[src/source/box_pkg.sv]
package box_pkg;

  // ~~~~~~~~~~~~~~~~~~~~~~~~~~~~~~
  // Image geometry
  // ~~~~~~~~~~~~~~~~~~~~~~~~~~~~~~
  localparam int COLS = 15;
  localparam int ROWS = 4;
  localparam int WIN = 13;

  // Word widths
  localparam int PIX_W = 8;
  localparam int SUM_W = 12;
  localparam int COL_W = 4;
  localparam int ROW_W = 2;

  // Wait after frame_ready before the first row
  localparam int SETTLE = 3;
  localparam int SET_W = 2;

  // ~~~~~~~~~~~~~~~~~~~~~~~~~~~~~~
  // Sequencer states
  // ~~~~~~~~~~~~~~~~~~~~~~~~~~~~~~
  typedef enum logic [2:0] {
    st_idle      = 3'd0,
    st_settle    = 3'd1,
    st_start_row = 3'd2,
    st_fill      = 3'd3,
    st_slide     = 3'd4,
    st_finish    = 3'd5
  } seq_state_t;

endpackage

[src/source/box_if.sv]
// Strobes from the row sequencer
interface seq_ctrl_if ();

  logic settle_en;
  logic ld_en;
  logic count_en;
  logic sum_en;
  logic cum_en;
  logic clear_en;
  logic frame_end;

  modport decode (
    output settle_en, ld_en, count_en, sum_en, cum_en, clear_en, frame_end
  );

  modport execute (
    input settle_en, ld_en, count_en, sum_en, cum_en, clear_en
  );

  // Result stage only needs the slide strobe and the frame end
  modport result (
    input cum_en, frame_end
  );

endinterface

// Datapath status back to the sequencer
interface dp_status_if import box_pkg::*; ();

  logic             settle_done;
  logic [COL_W-1:0] col;
  logic [ROW_W-1:0] row;
  logic             last_row;

  modport datapath (output settle_done, col, row, last_row);

  modport sequencer (input settle_done, col, last_row);

endinterface

[src/source/row_sequencer.sv]
module row_sequencer import box_pkg::*; (
  input  logic           clk,
  input  logic           rst_n,
  input  logic           frame_ready,
  seq_ctrl_if.decode     ctrl,
  dp_status_if.sequencer status
);

  seq_state_t state;
  seq_state_t next_state;
  logic       fill_done;
  logic       row_done;

  assign fill_done = (status.col == COL_W'(WIN - 1));
  assign row_done  = (status.col == COL_W'(COLS - 1));

  // ~~~~~~~~~~~~~~~~~~~~~~~~~~~~~~
  // State register
  // ~~~~~~~~~~~~~~~~~~~~~~~~~~~~~~
  always_ff @(posedge clk or negedge rst_n) begin
    if (!rst_n) begin
      state <= st_idle;
    end else begin
      state <= next_state;
    end
  end

  // Next state
  always_comb begin
    next_state = state;
    case (state)
      st_idle: begin
        if (frame_ready) begin
          next_state = st_settle;
        end
      end
      st_settle: begin
        if (status.settle_done) begin
          next_state = st_start_row;
        end
      end
      st_start_row: next_state = st_fill;
      st_fill: begin
        if (fill_done) begin
          next_state = st_slide;
        end
      end
      st_slide: begin
        // Row ends on the last column, frame ends on the last row
        if (row_done) begin
          next_state = status.last_row ? st_finish : st_start_row;
        end
      end
      st_finish: next_state = st_idle;
      default: next_state = st_idle;
    endcase
  end

  // ~~~~~~~~~~~~~~~~~~~~~~~~~~~~~~
  // Strobe decode
  // ~~~~~~~~~~~~~~~~~~~~~~~~~~~~~~
  always_comb begin
    ctrl.settle_en = 1'b0;
    ctrl.ld_en     = 1'b0;
    ctrl.count_en  = 1'b0;
    ctrl.sum_en    = 1'b0;
    ctrl.cum_en    = 1'b0;
    ctrl.clear_en  = 1'b0;
    ctrl.frame_end = 1'b0;
    case (state)
      st_settle: ctrl.settle_en = 1'b1;
      st_start_row: begin
        ctrl.ld_en    = 1'b1;
        ctrl.count_en = 1'b1;
      end
      st_fill: begin
        ctrl.count_en = 1'b1;
        ctrl.sum_en   = 1'b1;
      end
      st_slide: begin
        ctrl.count_en = 1'b1;
        ctrl.sum_en   = 1'b1;
        ctrl.cum_en   = 1'b1;
      end
      st_finish: begin
        ctrl.frame_end = 1'b1;
        ctrl.clear_en  = 1'b1;
      end
      default: ;
    endcase
  end

endmodule

[src/source/window_datapath.sv]
module window_datapath import box_pkg::*; (
  input  logic             clk,
  input  logic             rst_n,
  seq_ctrl_if.execute      ctrl,
  dp_status_if.datapath    status,
  input  logic [PIX_W-1:0] pix_data,
  output logic [ROW_W-1:0] pix_row,
  output logic [COL_W-1:0] pix_col,
  output logic [SUM_W-1:0] acc,
  output logic [ROW_W-1:0] acc_row,
  output logic [COL_W-1:0] acc_col
);

  logic [SET_W-1:0] settle_cnt;
  logic [PIX_W-1:0] delay_line [WIN];
  logic [SUM_W-1:0] acc_base;
  logic [SUM_W-1:0] add_term;
  logic [SUM_W-1:0] sub_term;
  logic             row_end;

  // ~~~~~~~~~~~~~~~~~~~~~~~~~~~~~~
  // Settle counter
  // ~~~~~~~~~~~~~~~~~~~~~~~~~~~~~~
  always_ff @(posedge clk or negedge rst_n) begin
    if (!rst_n) begin
      settle_cnt <= '0;
    end else if (ctrl.settle_en) begin
      settle_cnt <= settle_cnt + 1'b1;
    end else begin
      settle_cnt <= '0;
    end
  end

  assign status.settle_done = ctrl.settle_en && (settle_cnt == SET_W'(SETTLE - 1));

  // Column and row counters double as the pixel address
  assign row_end = ctrl.count_en && (status.col == COL_W'(COLS - 1));

  always_ff @(posedge clk or negedge rst_n) begin
    if (!rst_n) begin
      status.col <= '0;
      status.row <= '0;
    end else if (ctrl.clear_en) begin
      status.col <= '0;
      status.row <= '0;
    end else if (row_end) begin
      status.col <= '0;
      status.row <= status.row + 1'b1;
    end else if (ctrl.count_en) begin
      status.col <= status.col + 1'b1;
    end
  end

  assign status.last_row = (status.row == ROW_W'(ROWS - 1));
  assign pix_row         = status.row;
  assign pix_col         = status.col;

  // ~~~~~~~~~~~~~~~~~~~~~~~~~~~~~~
  // Window accumulator
  // ~~~~~~~~~~~~~~~~~~~~~~~~~~~~~~
  // Tap WIN-1 holds the pixel that leaves the window
  always_ff @(posedge clk) begin
    if (ctrl.count_en) begin
      delay_line[0] <= pix_data;
      for (int i = 1; i < WIN; i++) begin
        delay_line[i] <= delay_line[i-1];
      end
    end
  end

  assign acc_base = ctrl.ld_en ? '0 : acc;
  assign add_term = SUM_W'(pix_data);
  assign sub_term = ctrl.cum_en ? SUM_W'(delay_line[WIN-1]) : '0;

  always_ff @(posedge clk) begin
    if (ctrl.ld_en || ctrl.sum_en) begin
      acc     <= acc_base + add_term - sub_term;
      acc_row <= status.row;
      acc_col <= status.col;
    end
  end

endmodule

[src/source/sum_result.sv]
module sum_result import box_pkg::*; (
  input  logic             clk,
  input  logic             rst_n,
  seq_ctrl_if.result       ctrl,
  input  logic [SUM_W-1:0] acc,
  input  logic [ROW_W-1:0] acc_row,
  input  logic [COL_W-1:0] acc_col,
  output logic [SUM_W-1:0] sum_data,
  output logic [ROW_W-1:0] sum_row,
  output logic [COL_W-1:0] sum_col,
  output logic             sum_valid,
  output logic             frame_done
);

  logic win_full;
  logic take;

  // Accumulator holds a full window during each slide cycle
  // and in the cycle right after the last one
  assign take = ctrl.cum_en || win_full;

  always_ff @(posedge clk or negedge rst_n) begin
    if (!rst_n) begin
      win_full   <= 1'b0;
      sum_valid  <= 1'b0;
      frame_done <= 1'b0;
    end else begin
      win_full   <= ctrl.cum_en;
      sum_valid  <= take;
      frame_done <= ctrl.frame_end;
    end
  end

  // ~~~~~~~~~~~~~~~~~~~~~~~~~~~~~~
  // Sum and tag capture
  // ~~~~~~~~~~~~~~~~~~~~~~~~~~~~~~
  always_ff @(posedge clk) begin
    if (take) begin
      sum_data <= acc;
      sum_row  <= acc_row;
      sum_col  <= acc_col;
    end
  end

endmodule

[src/source/box_row_top.sv]
module box_row_top import box_pkg::*; (
  input  logic             clk,
  input  logic             rst_n,
  input  logic             frame_ready,
  output logic [ROW_W-1:0] pix_row,
  output logic [COL_W-1:0] pix_col,
  input  logic [PIX_W-1:0] pix_data,
  output logic [SUM_W-1:0] sum_data,
  output logic [ROW_W-1:0] sum_row,
  output logic [COL_W-1:0] sum_col,
  output logic             sum_valid,
  output logic             frame_done
);

  logic [SUM_W-1:0] acc;
  logic [ROW_W-1:0] acc_row;
  logic [COL_W-1:0] acc_col;

  seq_ctrl_if  u_ctrl ();
  dp_status_if u_status ();

  // ~~~~~~~~~~~~~~~~~~~~~~~~~~~~~~
  // Decode, execute, result
  // ~~~~~~~~~~~~~~~~~~~~~~~~~~~~~~
  row_sequencer u_seq (
    .clk         (clk),
    .rst_n       (rst_n),
    .frame_ready (frame_ready),
    .ctrl        (u_ctrl),
    .status      (u_status)
  );

  window_datapath u_dp (
    .clk      (clk),
    .rst_n    (rst_n),
    .ctrl     (u_ctrl),
    .status   (u_status),
    .pix_data (pix_data),
    .pix_row  (pix_row),
    .pix_col  (pix_col),
    .acc      (acc),
    .acc_row  (acc_row),
    .acc_col  (acc_col)
  );

  sum_result u_res (
    .clk        (clk),
    .rst_n      (rst_n),
    .ctrl       (u_ctrl),
    .acc        (acc),
    .acc_row    (acc_row),
    .acc_col    (acc_col),
    .sum_data   (sum_data),
    .sum_row    (sum_row),
    .sum_col    (sum_col),
    .sum_valid  (sum_valid),
    .frame_done (frame_done)
  );

endmodule

[config.mk]
export PLATFORM = sky130hd
export DESIGN_NAME = box_row_top
export DESIGN_NICKNAME = d
export VERILOG_FILES = /design/src/source/box_pkg.sv /design/src/source/box_if.sv /design/src/source/row_sequencer.sv /design/src/source/window_datapath.sv /design/src/source/sum_result.sv /design/src/source/box_row_top.sv
export SDC_FILE = /design/constraint.sdc
export NUM_CORES = 1
export LEC_CHECK = 0
export BUFFER_PORTS_ARGS = -buffer_cell sky130_fd_sc_hd__buf_2
export CORE_AREA = 2 2 158 98
export DETAILED_ROUTE_END_ITERATION = 8
export DIE_AREA = 0 0 160 100
export PLACE_DENSITY = 0.58
export SYNTH_ARGS = -nofsm -noshare
export SYNTH_HDL_FRONTEND = slang
export SYNTH_SLANG_ARGS = --single-unit
[constraint.sdc]
create_clock -name clk -period 4.56 [get_ports clk]
set_input_delay 0.684 -clock clk [delete_from_list [all_inputs] [get_ports clk]]
set_output_delay 0.684 -clock clk [all_outputs]
set_load 0.1 [all_outputs]
==> impl_metrics.tcl <==
set metrics [dict create \
    port_buffers 36 \
    core-area_sq_um 14800 \
    h-tree-depth 4 \
    ys_seq_elements 154 \
    dp_cells 568 \
    cp_data_required_time_ps 4720 \
    finalSetupViolCount 0 \
    drive_gt1_frac 0.1788 \
    cts-resized-gates 0 \
    critPathLaunchType "flip-flop" \
    vdd_ir_drop_max_mv 0.2184 \
    vias 2787 \
    drc 0 \
    crit_slowest_cell "fa_1" \
    timing.rr.end "u_dp.acc[10]" \
    yosys-top-cells-area "edfxtp_1 73%, dfrtp_1 6.1%, ha_1 3.7%" \
    fin_tns_setup_ps 0 \
    netlist_area_sq_um 5748 \
    reg2reg_setup_slack_ps 940 \
    start_util 0.3883 \
    reg2regPathDepth 11 \
    pre_cts_ws_ps 941.2 \
    slowest_delay_ps 500 \
    synthCells 332 \
    criticalPathCategory "flip-flop to flip-flop" \
    cts_tree "built" \
    end_kind "flip-flop" \
    placed_cell_area_sq_um 6176 \
    report.final.slew_viol_count 0 \
    grt_pass1_wl_microns 14630 \
    cts_made_buffers 17 \
    stdcell_count 600 \
    grt_use_total 0.1218 \
    yosysSeqAreaShare 0.7923 \
    power_density_nw_per_um2 579.6 \
    avgRoutedWirePerCell_microns 14.72 \
    syn_to_final_growth_pct 18.46 \
    setup_ws_ps 943.6 \
    power.leakage_nw 2.674 \
    fin_skew_ps 8.850 \
    tightest_slew_ps 965.0 \
    path_delay_family "simple AND/OR/NAND/NOR gates" \
    hold_viol_final 0 \
    dpl.hpwl_microns 5403 \
    grt_pass1_vias 2751 \
    nFillCells 1327 \
    die_y_microns 100 \
    gr-total-overflow 0 \
    drt_iter0_markers 303 \
    nets 420 \
    grt_max_degree 78 \
    synth_top_area_frac 0.7314 \
    utilization 0.4600 \
    ant_nets 0 \
    critPathBufInv 1 \
    cts_max_path_buffers 2 \
    fp.dieArea_sq_um 16000 \
    p_total_mw 3.946 \
    rsz0062_at_grt "no" \
    crit_chain "nor2b_2 -> and2b_1 -> and2_1 -> fa_1 -> inv_1 -> fa_1 -> a211oi_1 -> o21ai_1 -> a2111oi_1 -> or3_1 -> xnor2_1" \
    synth_top_cell_by_area "edfxtp_1" \
    ys_async_sr_fraction 0.09091 \
    fin_area_sq_um 6809 \
    routed_wl_microns 8829 \
    rows 35 \
    gp_congestion 0.7870 \
    period_needed_ps 3616 \
    cp.arrival_ps 3780 \
    postCtsSetupBuffers 0 \
    io-pin-count 37 \
    maxCapViolCount 0 \
    synth_edf_count 140 \
    firstDrtPassIters 4 \
    hp-class "primary input to asynchronous set/reset pin" \
    ys_types 40 \
    postSynthAreaPerCell_sq_um 17.31 \
    status "finished clean" \
    whs_ps 172.6 \
    syn_nets 368 \
    cts_sinks 154 \
    post-route-period-util 0.7931 \
    crit_top_cell "fa_1" \
    hold_buffers 0 \
    clock_latency_ps 410 \
    slew_headroom 0.3567 \
    synth_flop_cell "edfxtp_1" \
    yosys_warnings 0 \
    die_w_microns 160 \
    clock.fmax_ghz 0.2765 \
    rr_startpoint "u_seq.state[2]" \
    worstSetupStartpoint "u_seq.state[2]" \
    n_antenna_cell 0 \
    via_per_inst 4.645 \
    grt_antenna_before_repair 0 \
    cp_max_fo 12 \
    cts_root_buf "clkbuf_16" \
    clkSlewWorstSetupHoldPaths_ps 60 \
]
==> cells in the mapped netlist (5+ instances only) <==
| cell type | instances |
|---|---|
| xor2_1 | 5 |
| a31oi_1 | 5 |
| dfrtp_1 | 14 |
| fa_1 | 8 |
| nand3_1 | 6 |
| xnor2_1 | 6 |
| inv_1 | 28 |
| ha_1 | 17 |
| nor2_1 | 11 |
| nand2_1 | 20 |
| o21ai_0 | 7 |
| and2_1 | 9 |
| nor2b_1 | 7 |
| edfxtp_1 | 140 |
| a21oi_1 | 12 |
==> kinds of logic after synthesis <==
family          synth area share
fa+ha+maj                0.06487
mux                     0.003700
xor+xnor                 0.01676
flops                     0.7923
simple gates             0.05703
compound gates           0.04158
buf+inv                  0.02373
==> worst reg2reg max path, stage by stage, from the launching register on <==
cell,delay [ps]
dfrtp_1,490
nor2b_2,240
and2b_1,330
and2_1,250
fa_1,500
inv_1,60
fa_1,470
a211oi_1,260
o21ai_1,150
a2111oi_1,380
or3_1,180
xnor2_1,60
==> worst max path at each step <==
stage,to,slack [ps],cells past startpoint
5_1_grt,u_dp.acc[10],620,11
2_1_floorplan,u_dp.acc[10],1340,13
4_1_cts,u_dp.acc[10],940,11
3_5_place_dp,u_dp.acc[10],940,11
3_3_place_gp,u_dp.acc[10],1060,11
6_report,u_dp.acc[10],940,11
==> placed cells by master (no fill, tap or decap), drive strengths merged, types with 2 or more instances in the layout <==
master,instances
or2,2
buf,38
xnor2,6
edfxtp,140
nor2,12
fa,8
bufinv,5
ha,17
a211oi,2
nand3,6
clkinv,3
inv,31
a21oi,12
clkbuf,21
nor3,3
clkinvlp,2
a31oi,5
xor2,5
dfrtp,14
o21ai,11
nor2b,8
a21o,2
nand2,20
and2,9
nand2b,2
==> cell type report <==
cell class              instances  area (sq um)  area share
flip-flops and latches        154          4554      0.6689
multi-input cells             143          1057      0.1553
clock buffers                  21         440.4     0.06468
well taps                     203         254.0     0.03730
repair buffers                 38         195.2     0.02867
clock inverters                11         192.7     0.02830
inverters                      30         115.1     0.01691
==> sequential cells by signal, summed over array words and instances, names as in the netlist <==
signal            count
u_seq.state           3
u_res.win_full        1
u_res.sum_col         4
u_res.sum_row         2
u_dp.delay_line     104
u_dp.acc_row          2
u_dp.settle_cnt       2
u_res.sum_valid       1
u_dp.acc             12
u_dp.pix_row          2
u_res.sum_data       12
u_dp.acc_col          4
u_res.frame_done      1
u_dp.pix_col          4
==> report_power, final <==
group / switching (mW) / internal [mW]
combinational: 0.574 / 0.147
clock: 0.530 / 0.972
sequential: 0.0392 / 1.68
total: 1.14 / 2.80
==> routing by layer <==
| layer | GRT usage | share of wire | up-vias | routed length, microns |
|---|---|---|---|---|
| met5 | 0 | 0 | - | 0 |
| met3 | 0.03347 | 0.036 | 8 | 316 |
| met1 | 0.1787 | 0.52 | 1410 | 4594 |
| li1 | - | - | 1317 | - |
| met2 | 0.1642 | 0.43 | 52 | 3828 |
| met4 | 0.06722 | 0.010 | 0 | 89 |
Power figures use the tool's default switching activity.
